**src/rtl/cache_axi_conf_pkg.sv**
```systemverilog
// fixed widths of the front-end word and the AXI4-Lite data bus
// byte counts, lane select width and AXI response codes
package cache_axi_conf_pkg;

   // front-end side
   localparam int FE_ADDR_W   = 16;                // byte address, also used as AXI address
   localparam int FE_DATA_W   = 32;
   localparam int FE_NBYTES   = FE_DATA_W / 8;
   localparam int FE_NBYTES_W = $clog2(FE_NBYTES);

   // memory side
   localparam int BE_DATA_W   = 64;
   localparam int BE_NBYTES   = BE_DATA_W / 8;
   localparam int BE_NBYTES_W = $clog2(BE_NBYTES);

   // address bits above the front-end byte offset that pick the half
   localparam int LANE_W = BE_NBYTES_W - FE_NBYTES_W;  // one bit for two halves

   // response codes on bresp and rresp
   localparam int RESP_W = 2;

   localparam logic [RESP_W-1:0] RESP_OKAY   = 2'b00;
   localparam logic [RESP_W-1:0] RESP_SLVERR = 2'b10;  // answered by the memory on a fault

endpackage

```
**src/rtl/cache_axi_bus_pkg.sv**
```systemverilog
// front-end request struct, AXI4-Lite channel structs and bundles
// and the channel engine state enum
package cache_axi_bus_pkg;

   typedef struct packed {
      logic                                       valid;
      logic [cache_axi_conf_pkg::FE_ADDR_W-1:0]   addr;
      logic [cache_axi_conf_pkg::FE_DATA_W-1:0]   wdata;
      logic [cache_axi_conf_pkg::FE_NBYTES-1:0]   wstrb;  // zero means read
   } fe_req_t;

   typedef struct packed {
      logic [cache_axi_conf_pkg::FE_ADDR_W-1:0]   awaddr;
      logic                                       awvalid;
   } axi_aw_t;

   typedef struct packed {
      logic [cache_axi_conf_pkg::BE_DATA_W-1:0]   wdata;
      logic [cache_axi_conf_pkg::BE_NBYTES-1:0]   wstrb;
      logic                                       wvalid;
   } axi_w_t;

   typedef struct packed {
      logic [cache_axi_conf_pkg::RESP_W-1:0]      bresp;
      logic                                       bvalid;
   } axi_b_t;

   typedef struct packed {
      logic [cache_axi_conf_pkg::FE_ADDR_W-1:0]   araddr;
      logic                                       arvalid;
   } axi_ar_t;

   typedef struct packed {
      logic [cache_axi_conf_pkg::BE_DATA_W-1:0]   rdata;
      logic [cache_axi_conf_pkg::RESP_W-1:0]      rresp;
      logic                                       rvalid;
   } axi_r_t;

   // master to memory
   typedef struct packed {
      axi_aw_t aw;
      axi_w_t  w;
      axi_ar_t ar;
      logic    bready;
      logic    rready;
   } axi_mosi_t;

   // memory to master
   typedef struct packed {
      logic    awready;
      logic    wready;
      logic    arready;
      axi_b_t  b;
      axi_r_t  r;
   } axi_miso_t;

   typedef enum logic [1:0] {
      CH_IDLE,
      CH_ADDR,
      CH_DATA,
      CH_RESP
   } ch_state_e;

endpackage

```
**src/rtl/cache_back_end_axi.sv**
```systemverilog
// back end top with write and read engines on one AXI4-Lite master port
// request routing and merge of ready, read data and bus outputs
`timescale 1ns/1ps

module cache_back_end_axi (
   input  logic                                      clk_i,
   input  logic                                      reset_i,
   // front end
   input  cache_axi_bus_pkg::fe_req_t                fe_req_i,
   output logic                                      fe_ready_o,
   output logic [cache_axi_conf_pkg::FE_DATA_W-1:0]  fe_rdata_o,
   // AXI4-Lite master
   output cache_axi_bus_pkg::axi_mosi_t              axi_m_o,
   input  cache_axi_bus_pkg::axi_miso_t              axi_s_i
);

   import cache_axi_conf_pkg::*;
   import cache_axi_bus_pkg::*;

   logic                   is_write;
   logic                   wr_valid, rd_valid;
   logic                   wr_ready, rd_ready;
   logic [FE_DATA_W-1:0]   rd_rdata;
   axi_aw_t                wr_aw;
   axi_w_t                 wr_w;
   logic                   wr_bready;
   axi_ar_t                rd_ar;
   logic                   rd_rready;

   assign is_write = |fe_req_i.wstrb;  // zero strobe means read
   assign wr_valid = fe_req_i.valid & is_write;
   assign rd_valid = fe_req_i.valid & ~is_write;

   cache_write_channel_axi u_write (
      .clk_i     (clk_i),
      .reset_i   (reset_i),
      .valid_i   (wr_valid),
      .addr_i    (fe_req_i.addr),
      .wdata_i   (fe_req_i.wdata),
      .wstrb_i   (fe_req_i.wstrb),
      .ready_o   (wr_ready),
      .aw_o      (wr_aw),
      .w_o       (wr_w),
      .bready_o  (wr_bready),
      .awready_i (axi_s_i.awready),
      .wready_i  (axi_s_i.wready),
      .b_i       (axi_s_i.b)
   );

   cache_read_channel_axi u_read (
      .clk_i     (clk_i),
      .reset_i   (reset_i),
      .valid_i   (rd_valid),
      .addr_i    (fe_req_i.addr),
      .ready_o   (rd_ready),
      .rdata_o   (rd_rdata),
      .ar_o      (rd_ar),
      .rready_o  (rd_rready),
      .arready_i (axi_s_i.arready),
      .r_i       (axi_s_i.r)
   );

   assign fe_ready_o = wr_ready | rd_ready;  // only one engine is busy at a time
   assign fe_rdata_o = rd_rdata;

   assign axi_m_o = '{aw: wr_aw, w: wr_w, ar: rd_ar, bready: wr_bready, rready: rd_rready};

endmodule

```
**src/rtl/cache_read_channel_axi.sv**
```systemverilog
// read engine for the AXI4-Lite bus
// address and data sequencing with retry, plus half-word select
`timescale 1ns/1ps

module cache_read_channel_axi (
   input  logic                                      clk_i,
   input  logic                                      reset_i,
   // front end
   input  logic                                      valid_i,
   input  logic [cache_axi_conf_pkg::FE_ADDR_W-1:0]  addr_i,
   output logic                                      ready_o,
   output logic [cache_axi_conf_pkg::FE_DATA_W-1:0]  rdata_o,
   // AXI4-Lite read channels
   output cache_axi_bus_pkg::axi_ar_t                ar_o,
   output logic                                      rready_o,
   input  logic                                      arready_i,
   input  cache_axi_bus_pkg::axi_r_t                 r_i
);

   import cache_axi_conf_pkg::*;
   import cache_axi_bus_pkg::*;

   ch_state_e           state;
   logic [LANE_W-1:0]   lane;
   logic                resp_ok;

   assign lane    = addr_i[FE_NBYTES_W +: LANE_W];
   assign resp_ok = r_i.rvalid & (r_i.rresp == RESP_OKAY);

   always_ff @(posedge clk_i or posedge reset_i) begin
      if (reset_i) begin
         state <= CH_IDLE;
      end else begin
         case (state)
            CH_IDLE: begin
               if (valid_i) begin
                  state <= CH_ADDR;
               end
            end
            CH_ADDR: begin
               if (arready_i) begin
                  state <= CH_RESP;  // no separate data phase on reads
               end
            end
            CH_RESP: begin
               if (resp_ok) begin
                  state <= CH_IDLE;
               end else if (r_i.rvalid) begin
                  state <= CH_ADDR;  // retry after error
               end
            end
            default: state <= CH_IDLE;
         endcase
      end
   end

   always_comb begin
      ar_o.araddr  = {addr_i[FE_ADDR_W-1:BE_NBYTES_W], {BE_NBYTES_W{1'b0}}};
      ar_o.arvalid = (state == CH_ADDR);
      rready_o     = (state == CH_RESP);
      ready_o      = (state == CH_RESP) & resp_ok;
   end

   // valid in the ready_o cycle
   assign rdata_o = r_i.rdata[lane * FE_DATA_W +: FE_DATA_W];

endmodule

```
**src/rtl/cache_write_channel_axi.sv**
```systemverilog
// write engine for the AXI4-Lite bus
// lane placement, strobe shift and address/data/response sequencing with retry
`timescale 1ns/1ps

module cache_write_channel_axi (
   input  logic                                      clk_i,
   input  logic                                      reset_i,
   // front end
   input  logic                                      valid_i,
   input  logic [cache_axi_conf_pkg::FE_ADDR_W-1:0]  addr_i,
   input  logic [cache_axi_conf_pkg::FE_DATA_W-1:0]  wdata_i,
   input  logic [cache_axi_conf_pkg::FE_NBYTES-1:0]  wstrb_i,
   output logic                                      ready_o,
   // AXI4-Lite write channels
   output cache_axi_bus_pkg::axi_aw_t                aw_o,
   output cache_axi_bus_pkg::axi_w_t                 w_o,
   output logic                                      bready_o,
   input  logic                                      awready_i,
   input  logic                                      wready_i,
   input  cache_axi_bus_pkg::axi_b_t                 b_i
);

   import cache_axi_conf_pkg::*;
   import cache_axi_bus_pkg::*;

   ch_state_e              state;
   logic [LANE_W-1:0]      lane;     // half of the bus word holding the front-end word
   logic [BE_NBYTES-1:0]   strb_be;
   logic                   resp_ok;

   assign lane    = addr_i[FE_NBYTES_W +: LANE_W];
   assign strb_be = BE_NBYTES'(wstrb_i) << (lane * FE_NBYTES);  // upper half moves up 4 bytes
   assign resp_ok = b_i.bvalid & (b_i.bresp == RESP_OKAY);

   always_ff @(posedge clk_i or posedge reset_i) begin
      if (reset_i) begin
         state <= CH_IDLE;
      end else begin
         case (state)
            CH_IDLE: begin
               if (valid_i) begin
                  state <= CH_ADDR;
               end
            end
            CH_ADDR: begin
               if (awready_i) begin
                  state <= CH_DATA;  // address accepted
               end
            end
            CH_DATA: begin
               if (wready_i) begin
                  state <= CH_RESP;  // data accepted
               end
            end
            CH_RESP: begin
               if (resp_ok) begin
                  state <= CH_IDLE;
               end else if (b_i.bvalid) begin
                  // error response resends address and data
                  state <= CH_ADDR;
               end
            end
            default: state <= CH_IDLE;
         endcase
      end
   end

   // the request is held by the front end, so the payload follows it directly
   always_comb begin
      aw_o.awaddr  = {addr_i[FE_ADDR_W-1:BE_NBYTES_W], {BE_NBYTES_W{1'b0}}};  // 8-byte aligned
      aw_o.awvalid = (state == CH_ADDR);

      w_o.wdata    = {(BE_DATA_W / FE_DATA_W){wdata_i}};  // same word in both lanes
      w_o.wstrb    = strb_be;
      w_o.wvalid   = (state == CH_DATA);

      bready_o     = (state == CH_RESP);
      ready_o      = (state == CH_RESP) & resp_ok;  // one-cycle completion pulse
   end

endmodule

```
**config.mk**
```make
export PLATFORM = sky130hd
export DESIGN_NAME = cache_back_end_axi
export DESIGN_NICKNAME = d
export VERILOG_FILES = /design/src/rtl/cache_axi_conf_pkg.sv /design/src/rtl/cache_axi_bus_pkg.sv /design/src/rtl/cache_back_end_axi.sv /design/src/rtl/cache_read_channel_axi.sv /design/src/rtl/cache_write_channel_axi.sv
export SDC_FILE = /design/constraint.sdc
export NUM_CORES = 1
export LEC_CHECK = 0
export ABC_AREA = 1
export BUFFER_PORTS_ARGS = -buffer_cell sky130_fd_sc_hd__buf_2
export CAP_MARGIN = 10
export CORE_AREA = 2 2 103 105
export CTS_CLUSTER_SIZE = 14
export DETAILED_ROUTE_END_ITERATION = 7
export DIE_AREA = 0 0 105 107
export GPL_TIMING_DRIVEN = 0
export MAX_ROUTING_LAYER = met4
export PLACE_DENSITY = 0.57
export SLEW_MARGIN = 20
export SYNTH_ARGS = -nofsm -noshare
export SYNTH_HDL_FRONTEND = slang
export SYNTH_SLANG_ARGS = --single-unit
```
**constraint.sdc**
```tcl
create_clock -name clk_i -period 1.7 [get_ports clk_i]
set_input_delay 0.51 -clock clk_i [delete_from_list [all_inputs] [get_ports clk_i]]
set_output_delay 0.51 -clock clk_i [all_outputs]
set_load 0.01 [all_outputs]
```
Yosys cells after proc, flatten, opt, wreduce, memory -nomap -nowiden:

Index checks and enable logic that the tools add are counted.

* eq/ne operators: 12
* shift operators: 2
* multiplexer cells: 11
* bitwise operators: 8
* reduce and logical (&&, ||, !) cells: 7

Operator list (number)
* $shiftx A64 B7 Y32: 1
* $mux W2: 9
* $logic_not A2 Y1: 4
* $ne A2 B1 Y1 const B: 4
* $pmux W2 S4: 1
* $shl A4 B3 Y8: 1
* $and A1 B1 Y1: 6
* $eq A2 B2 Y1 const B: 3
* $pmux W2 S3: 1
* $eq A2 B1 Y1 const B: 2
* $reduce_and A4 Y1: 1
* $reduce_or A4 Y1: 1
* $ne A3 B2 Y1 const B: 1
* $ne A3 B3 Y1 const B: 1
* $reduce_and A3 Y1: 1
* $ne A2 B2 Y1 const B: 1
* $not A1 Y1: 1
* $or A1 B1 Y1: 1

* register bits: 4
* input bits: 128
* word-level logic and storage cells: 42

Longest topological paths before layout:

Gate-level depths: netlist (run 1).

* depth in word-level cells: 5
* depth in mapped cells: 8

By module:

From an unflattened synthesis (run 1), not the netlist that was laid out.

* cells, all modules: 220
* area total of the unflattened synthesis: 1751.7 um^2

Modules (own cells, without submodules)
* cache_write_channel_axi: instances 1, cells an instance 130, area an instance 887.1 um^2, sequential area each 50.0 um^2
* cache_read_channel_axi: instances 1, cells an instance 81, area an instance 819.5 um^2, sequential area each 50.0 um^2
* cache_back_end_axi: instances 1, cells an instance 9, area an instance 45.0 um^2, sequential area each 0.0 um^2

Worst setup path before layout (run 1):

No wires, ideal clock.

* path kind: in2out
* start point: input port fe_req_i[38] in the netlist's numbering
* end point: output port fe_rdata_o[0] in the netlist's numbering
* arrival time: 980 ps
* slack: 210 ps
* cell stages on the path: 2
* path through: buf_6 > mux2_2

* word-level cells in the longest chain between the ends: 1

RTL lines
* start, declared: line cache_back_end_axi.sv:9 `input cache_axi_bus_pkg::fe_req_t fe_req_i,`
* $shiftx A64 B7 Y32: line cache_read_channel_axi.sv:65 `assign rdata_o = r_i.rdata[lane * FE_DATA_W +: FE_DATA_W];`
* end, declared: line cache_back_end_axi.sv:11 `output logic [cache_axi_conf_pkg::FE_DATA_W-1:0] fe_rdata_o,`

Every way passes these cells.

Worst setup path after layout (run 1):

* start point: input port fe_req_i[38] in the netlist's numbering
* end point: output port fe_rdata_o[5] in the netlist's numbering

The elaborated chain is that of the path after synthesis.

==> impl_results.md, run 1 <==
- Outcome: complete, no violations
- Comb pwr share: 0.745
- Most common cell after layout, fill and taps aside: buf_2
- Final instance area: 2874 um^2
- CP Launch Type: input pin
- Register-to-register setup slack: 0.36 ns
- RR Endpoint: u_write.state[0]
- Fin. Hold Viols: 0
- Drt first pass iters: 4
- Synthesized cell area: 1543 um^2
- GRT Util Overall: 0.09297
- Final Max Tran Viols: 0
- Starting DRT DRC Count: 34
- Most frequent cells in the layout: 215 x buf_2, 101 x buf_4, 32 x mux2_2
- Die area: 11,240 um^2
- Worst EP required: 1.19 ns
- Setup TNS: 0 ns
- Starting Density: 0.1529
- Synth cell types: 12
- CORE AREA: 10,090 um^2
- R2R depth: 8
- Pleak: 1.822 nW
- Final core occ: 0.2848
- Initial antenna violation count: 0
- Period utilization: 0.9752
- Grt ovf: 0
- Clock power frac: 0.133
- CP endpoint kind: output port
- Peak supply drop: 0.2552 mV
- Final Hold Slack: 0.1709 ns
- Post-Place Cell Area: 2808 um^2
- Clock root buffer: clkbuf_8
- Minimum clock period: 1.658 ns
- Clock latency on the worst-skew pair: 0.22 ns
- Cell Rows: 37
- Total number of vias: 1,911
- Worst Skew: 0.00003987 ns
- Reg-to-reg critical path startpoint: u_write.state[0]
- RSZ-0062 raised after global routing: true
- Number of port buffers: 215
- RePlAce Congestion: 0.8641
- Routed Antenna Nets: 0
- Critical path fanouts, max: 10
- Area Overhead vs Synth: 86.29%
- Internal: 0.8935 mW
- Mapped Cells: 204
- Clock Sinks: 4
- Seq cells post-synth: 4
- Clock Tree Buf Depth: 2
- Average wire per standard cell: 10.23 um
- DR vias/cell: 3.376
- CTS H-tree depth: 1
- Fraction of layout cells with a size suffix above 1: 0.8279
- Placed wire-length estimate: 5.435 mm
- HP Class: input pin to asynchronous set/reset pin
- Setup-failing EPs final: 0
- Vias in the first global route: 1,835
- YS warnings: 0
- First-pass GRT wire length: 8.376 mm
- Psw: 0.5964 mW
- Average size of a mapped cell: 7.562 um^2
- CTS Hold Buffers Added: 0
- CTS tree: done
- Setup CP Type: input pin to output port
- Sw frac: 0.4003
- Die H: 107 um
- F_max: 603.2 MHz
- Die W: 105 um
- Total CTS buffers: 3
- Pwr Density: 518.4 nW/um^2
- I/O pins: 270
- Largest net degree at the start of global routing: 11
- Final wirelength: 5.789 mm
- Reg clk slew, reported paths: 0.03 ns
- Seq pwr share: 0.123
- Sequential area share after synthesis: 0.06488
- Residual DRC: 0
- N_diodes: 0
- Arrival @ worst endpoint: 1.15 ns
- Max cap viols: 0
- Final Net Count: 565
-- synth_stat cells (all sizes together) --
library cell / instances / area share
o21ai: 4 / 0.013
nand2: 24 / 0.058
dfrtp: 4 / 0.065
ha: 5 / 0.041
a21oi: 1 / 0.0032
buf: 102 / 0.51
inv: 18 / 0.044
conb: 1 / 0.0024
nand3: 3 / 0.0097
nor2: 10 / 0.024
mux2: 32 / 0.23
-- metrics by stage --
step           power (mW)  cells  worst slack (ns)
5_1_grt             1.642    566          -0.01251
6_report            1.490    566           0.04217
3_5_place_dp        1.256    560           0.03064
4_1_cts             1.500    565          0.002897
3_3_place_gp        1.236    560           0.03850
2_1_floorplan      0.8503    209            0.2099
-- cells by family after synthesis --
group / count (synthesis) / synth area share
AO/OA/AOI/OAI: 5 / 0.01622
adder cells (fa/ha/maj): 5 / 0.04055
buffers and inverters: 120 / 0.5499
flip-flops: 4 / 0.06488
multiplexers: 32 / 0.2336
other: 1 / 0.002431
AND/OR/NAND/NOR: 37 / 0.09246
-- metal layers --
metal	routed length [um]	vias to the layer above	global-route usage
li1	-	981	-
met1	2043	797	0.09993
met2	3128	130	0.1781
met3	598	3	0.02188
met4	18	0	0.01143
met5	0	-	-
-- cell type report --
| cell class | count | area, um^2 |
|---|---|---|
| Inverter | 18 | 67.56 |
| Timing Repair Buffer | 218 | 1099 |
| Buffer | 102 | 780.7 |
| Fill cell | 1139 | 7218 |
| Tap cell | 136 | 170.2 |
| Sequential cell | 4 | 100.1 |
| Clock buffer | 3 | 41.29 |
| Multi-Input combinational cell | 85 | 615.6 |
-- how the worst max path moves through the flow --
stage               slack (ns)            end  depth (start not counted)             start
CTS                      0.003     fe_ready_o                          4  u_write.state[1]
detailed placement        0.03  fe_rdata_o[5]                          3      fe_req_i[38]
finish                    0.04  fe_rdata_o[5]                          3      fe_req_i[38]
global route             -0.01     fe_ready_o                          4  u_write.state[0]
global placement          0.04  fe_rdata_o[5]                          3      fe_req_i[38]
floorplan                 0.21  fe_rdata_o[0]                          2      fe_req_i[38]
-- flip-flops by register name, summed over array words and instances, names as in the netlist --
name,cells
u_write.state,2
u_read.state,2
-- power groups by stage --
stage / Clock (mW) / Sequential [mW] / Combinational [mW]
2_1_floorplan: 0 / 0.181 / 0.670
3_3_place_gp: 0 / 0.191 / 1.05
3_5_place_dp: 0 / 0.195 / 1.06
4_1_cts: 0.201 / 0.189 / 1.11
5_1_grt: 0.211 / 0.190 / 1.24
6_report: 0.198 / 0.183 / 1.11
-- critical path, stage by stage --
cell	delay, ns
buf_6	0.12
mux2_2	0.36
buf_2	0.15
-- what timing repair did --
item                       in CTS  in global routing
hold endpoints to repair        0                  0
setup endpoints to repair       1                  1
cloned                          0                  0
pin swaps                       0                  1
buffers inserted                2                  1
resized for setup               1                  0
Power figures use the tool's default switching activity.
==> inputs of run 2 (changes only) <==
Settings changed: BUFFER_PORTS_ARGS -buffer_cell sky130_fd_sc_hd__buf_2 to -buffer_cell sky130_fd_sc_hd__clkbuf_2.
==> impl_results.md, run 2 (same netlist as run 1, synthesis figures left out) <==
- Outcome: complete, no violations
- HP Class: input pin to asynchronous set/reset pin
- Total CTS buffers: 3 (unchanged)
- RR Endpoint: u_write.state[1]
- Clock root buffer: clkbuf_8
- Clock Tree Buf Depth: 2 (unchanged)
- Largest net degree at the start of global routing: 11 (unchanged)
- Final Net Count: 565 (unchanged)
- Arrival @ worst endpoint: 1.14 ns (about the same)
- Placed cells: 560 (unchanged)
- Pwr Density: 524.7 nW/um^2 (+1.2%)
- Routed Antenna Nets: 0 (unchanged)
- Clock latency on the worst-skew pair: 0.21 ns (about the same)
- Fin cells: 566 (unchanged)
- First-pass GRT wire length: 8.576 mm (+2.4%)
- Total power draw: 1.516 mW (+1.7%)
- CTS tree: done
- Die area: 11,240 um^2 (unchanged)
- CP endpoint kind: output port
- Die W: 105 um (unchanged)
- Vias in the first global route: 1,854 (+1.0%)
- Average wire per standard cell: 10.32 um (+0.86%)
- Period utilization: 0.9694 (-0.005783)
- Clock Sinks: 4 (unchanged)
- Grt ovf: 0 (unchanged)
- Area Overhead vs Synth: 87.27%
- N_diodes: 0 (unchanged)
- Peak supply drop: 0.3192 mV (+25%)
- Starting Density: 0.1529 (unchanged)
- Setup CP Type: input pin to output port
- Setup TNS: 0 ns (unchanged)
- GRT Util Overall: 0.09469 (+0.001714)
- Die H: 107 um (unchanged)
- Post-Place Cell Area: 2808 um^2 (unchanged)
- Reg clk slew, reported paths: 0.03 ns (about the same)
- Initial antenna violation count: 0 (unchanged)
- Residual DRC: 0 (unchanged)
- Minimum clock period: 1.648 ns (-0.009831 ns)
- Reg-to-reg critical path startpoint: u_write.state[1]
- Most common cell after layout, fill and taps aside: clkbuf_2
- R2R depth: 8 (unchanged)
- Register-to-register setup slack: 0.33 ns (-0.03 ns)
- Final instance area: 2889 um^2 (+0.52%)
- Placed wire-length estimate: 5.501 mm (+1.2%)
- DR vias/cell: 3.413 (+1.1%)
- CP Launch Type: input pin
- CTS H-tree depth: 1 (unchanged)
- Most frequent cells in the layout: 215 x clkbuf_2, 101 x buf_4, 32 x mux2_2
- RePlAce Congestion: 0.8659 (+0.21%)
- Total number of vias: 1,932 (+1.1%)
- F_max: 606.8 MHz (+0.60%)
- Fraction of layout cells with a size suffix above 1: 0.8372 (+0.009302)
- Final Max Tran Viols: 0 (unchanged)
- Top Registers: u_read.state: 2 flops, u_write.state: 2 flops
- Cell Rows: 37 (unchanged)
- Critical path fanouts, max: 10 (unchanged)
- Number of port buffers: 215 (unchanged)
- Worst Skew: 0.00003203 ns (-0.000007841 ns)
- Max cap viols: 0 (unchanged)
- Worst EP required: 1.19 ns (about the same)
- Drt first pass iters: 4 (unchanged)
- Starting DRT DRC Count: 40 (+18%)
- Setup-failing EPs final: 0 (unchanged)
- I/O pins: 270 (unchanged)
- Final wirelength: 5.839 mm (+0.86%)
- Fin. Hold Viols: 0 (unchanged)
- Pleak: 1.857 nW (+1.9%)
- CORE AREA: 10,090 um^2 (unchanged)
==> run 2: report_power, final <==
group	leakage, nW	switching, mW	total, mW	internal [mW]
logic	1.79	0.509	1.11	0.601
registers	0.0469	0.0588	0.209	0.150
clock network	0.0216	0.0457	0.196	0.151
==> run 2: cell type report <==
| type | instances | area [um^2] |
|---|---|---|
| plain buffers | 102 | 780.7 |
| multi-input cells | 85 | 628.1 |
| flip-flops and latches | 4 | 102.6 |
| inverters | 18 | 67.56 |
| well taps | 136 | 170.2 |
| repair buffers | 218 | 1099 |
| fillers | 1160 | 7203 |
| clock buffers | 3 | 41.29 |
==> run 2: critical path, cell delays in order <==
cell,delay (ns)
buf_6,0.12
mux2_2,0.35
clkbuf_2,0.15
==> run 2: through the flow <==
step | hold WS, ns | utilization | setup WS (ns)
after floorplan | 0.2761 | - | 0.2099
after global placement | 0.3758 | 0.2782 | 0.04746
after detailed placement | 0.3794 | 0.2782 | 0.04498
after CTS | 0.1581 | 0.2840 | 0.005033
after global routing | 0.1605 | 0.2863 | -0.006625
final | 0.1542 | 0.2863 | 0.05200
==> run 2: how the worst max path moves through the flow <==
stage / from / endpoint / slack (ns) / cells past startpoint
5_1_grt: u_write.state[0] / fe_ready_o / -0.007 / 4
3_5_place_dp: fe_req_i[38] / fe_rdata_o[5] / 0.04 / 3
6_report: fe_req_i[38] / fe_rdata_o[31] / 0.05 / 3
4_1_cts: u_write.state[0] / fe_ready_o / 0.005 / 4
3_3_place_gp: fe_req_i[38] / fe_rdata_o[5] / 0.05 / 3
2_1_floorplan: fe_req_i[38] / fe_rdata_o[0] / 0.21 / 2
==> run 2: metal layers <==
metal,share of wire,GRT usage
met1,0.35,0.1047
met2,0.54,0.1809
met3,0.11,0.02006
met4,0.0019,0.008571
met5,0,-
==> run 2: what timing repair did <==
item,CTS,global route
hold buffers,0,0
endpoints found under the hold margin,0,0
gates resized for setup,1,5
endpoints found under the setup margin,1,3
buffers inserted,2,1
==> inputs of run 3 (changes only) <==
Settings changed: CORE_AREA 2 2 103 105 to 2 2 106 108, DIE_AREA 0 0 105 107 to 0 0 108 110, PLACE_DENSITY 0.57 to default, PLACE_DENSITY_LB_ADDON from default to 0.05, SYNTH_HIERARCHICAL from default to 1.
==> impl_results.md, run 3 <==
- Outcome: complete, but fails checks
- Failing checks: negative setup slack
- Minimum clock period: 1.735 ns (+0.08697 ns)
- Worst Skew: 0.00003884 ns (+0.000006814 ns)
- Die W: 108 um (+2.9%)
- Synth cell types: 19 (+7)
- Starting DRT DRC Count: 25 (-38%)
- Top_reg_cell synth: dfrtp_1
- Top Registers: u_read/state: 2 flops, u_write/state: 2 flops
- Mapped Cells: 220 (+7.8%)
- CP endpoint kind: output port
- CP Launch Type: input pin
- Post-synth EDFFs: 0 (unchanged)
- Grt ovf: 0 (unchanged)
- Crit path launch: fe_req_i[38]
- First-pass GRT wire length: 8.286 mm (-3.4%)
- Arrival @ worst endpoint: 1.22 ns (+0.08 ns)
- Total number of vias: 1,980 (+2.5%)
- GRT Util Overall: 0.09056 (-0.004124)
- Reg clk slew, reported paths: 0.03 ns (about the same)
- YS warnings: 6 (+6)
- Ys async rst share: 1.000 (unchanged)
- Setup-failing EPs final: 31 (+31)
- Post-place setup slack: -0.03733 ns (-0.08230 ns)
- Placed cells: 579 (+3.4%)
- N_diodes: 0 (unchanged)
- Average wire per standard cell: 10.79 um (+4.6%)
- CORE AREA: 10,700 um^2 (+6.0%)
- Starting Density: 0.1637 (+0.01088)
- Sequential area share after synthesis: 0.05714 (-0.007740)
- Pleak: 2.152 nW (+16%)
- Area Overhead vs Synth: 93.79%
- Routed Antenna Nets: 0 (unchanged)
- Setup CP Type: input pin to output port
- RR Endpoint: u_write/state[0]
- Critical path fanouts, max: 8 (-2)
- Fill cells: 1,181 (+1.8%)
- Reg-to-reg critical path startpoint: u_write/state[0]
- Top cells by count, synth: 98 x buf_4, 30 x mux2_4, 24 x inv_1, 24 x nand2_1, 15 x nor2_1
- Final Net Count: 583 (+3.2%)
- Fin. Hold Viols: 0 (unchanged)
- Final core occ: 0.3173 (+0.03105)
- Register-to-register setup slack: 0.27 ns (-0.06 ns)
- Initial antenna violation count: 0 (unchanged)
- Largest area contributor in the synthesized netlist: buf_4
- Clock root buffer: clkbuf_8
- RePlAce Congestion: 0.6966 (-20%)
- Clock latency on the worst-skew pair: 0.21 ns (about the same)
- Final Hold Slack: 0.1382 ns (-0.01601 ns)
- Period utilization: 1.021 (+0.05116)
- Placed wire-length estimate: 5.840 mm (+6.2%)
- I/O pins: 270 (unchanged)
- Max cap viols: 0 (unchanged)
- Synthesized cell area: 1752 um^2 (+14%)
- Seq cells post-synth: 4 (unchanged)
- Largest net degree at the start of global routing: 11 (unchanged)
- Final Max Tran Viols: 0 (unchanged)
- CTS H-tree depth: 1 (unchanged)
- Die area: 11,880 um^2 (+5.7%)
- CTS tree: done
- Clock Tree Buf Depth: 2 (unchanged)
- Most common cell after layout, fill and taps aside: clkbuf_2
- Most frequent cell after synthesis: buf_4
- Peak supply drop: 0.3357 mV (+5.2%)
- Average size of a mapped cell: 7.962 um^2 (+5.3%)
- Fraction of layout cells with a size suffix above 1: 0.8285 (-0.008702)
- Drt first pass iters: 4 (unchanged)
- F_max: 576.4 MHz (-5.0%)
- Vias in the first global route: 1,677 (-9.5%)
- Pwr Density: 528.9 nW/um^2 (+0.80%)
- Worst EP required: 1.19 ns (about the same)
- R2R depth: 10 (+2)
- HP Class: input pin to asynchronous set/reset pin
- Clock Sinks: 4 (unchanged)
- Die H: 110 um (+2.8%)
- Synth top area share: 0.4200 (-0.05689)
- Setup WS post-layout: -0.03497 ns (-0.08697 ns)
- Most frequent cells in the layout: 187 x clkbuf_2, 102 x buf_4, 30 x mux2_4
- DR vias/cell: 3.362 (-1.5%)
- Final wirelength: 6.358 mm (+8.9%)
- Fin cells: 589 (+4.1%)
- Number of port buffers: 215 (unchanged)
- Largest cells by area after synthesis: buf_4 42%, mux2_4 26%, dfrtp_1 5.7%
- RSZ-0062 raised after global routing: true
- Cell Rows: 38 (+2.7%)
- Total CTS buffers: 3 (unchanged)
- Residual DRC: 0 (unchanged)
-- run 3: metrics by stage --
step	setup TNS [ns]	instance area [um^2]	total power [mW]
after global placement	-0.8175	3018	1.405
final	-0.5107	3395	1.795
after CTS	-0.4501	3147	1.690
after detailed placement	-0.8577	3018	1.394
after global routing	-1.081	3395	1.974
after floorplan	0	1767	0.9880
-- run 3: cell type report --
cell class / count / area, um^2 / share of cell area
multi-input combinational: 93 / 797.0 / 0.2348
inverter: 24 / 90.09 / 0.02654
buffer: 103 / 828.3 / 0.2440
tap: 140 / 175.2 / 0.05160
timing repair buffer: 222 / 1363 / 0.4014
sequential: 4 / 100.1 / 0.02949
clock buffer: 3 / 41.29 / 0.01216
-- run 3: kinds of logic (layout without fill, tap and decap cells) --
group,count (synthesis),in the layout,synth area share
buf+inv,127,352,0.5150
simple gates,47,47,0.1136
mux,32,32,0.2700
fa+ha+maj,4,4,0.02857
compound gates,4,4,0.01142
flops,4,4,0.05715
other cells,2,6,0.004287
-- run 3: what timing repair did --
item | in CTS | in global routing
hold buffers | 0 | 0
setup buffers | 3 | 1
gates resized for setup | 11 | 67
cloned | 1 | 2
endpoints found under the setup margin | 31 | 34
pin swaps | 2 | 1
-- run 3: worst max path at each step --
stage | endpoint | slack (ns) | cells after the start
final | fe_rdata_o[1] | -0.03 | 4
after global routing | fe_ready_o | -0.06 | 5
after CTS | fe_rdata_o[9] | -0.03 | 4
after detailed placement | fe_rdata_o[9] | -0.04 | 4
after global placement | fe_rdata_o[30] | -0.04 | 4
after floorplan | fe_rdata_o[0] | 0.11 | 3
-- run 3: routing by layer --
| layer | share of wire | GRT usage |
|---|---|---|
| met1 | 0.32 | 0.08651 |
| met2 | 0.61 | 0.1914 |
| met3 | 0.077 | 0.01293 |
| met4 | 0.0019 | 0.01648 |
| met5 | 0 | - |
-- run 3: power breakdown --
group | total, mW | internal (mW) | leakage [nW] | switching [mW]
logic | 1.41 | 0.787 | 2.08 | 0.620
registers | 0.195 | 0.145 | 0.0490 | 0.0498
clock network | 0.193 | 0.150 | 0.0216 | 0.0424
-- run 3: critical path: stages --
cell and delay [ns]:
buf_16 0.13, clkbuf_16 0.16, mux2_4 0.30, buf_6 0.12
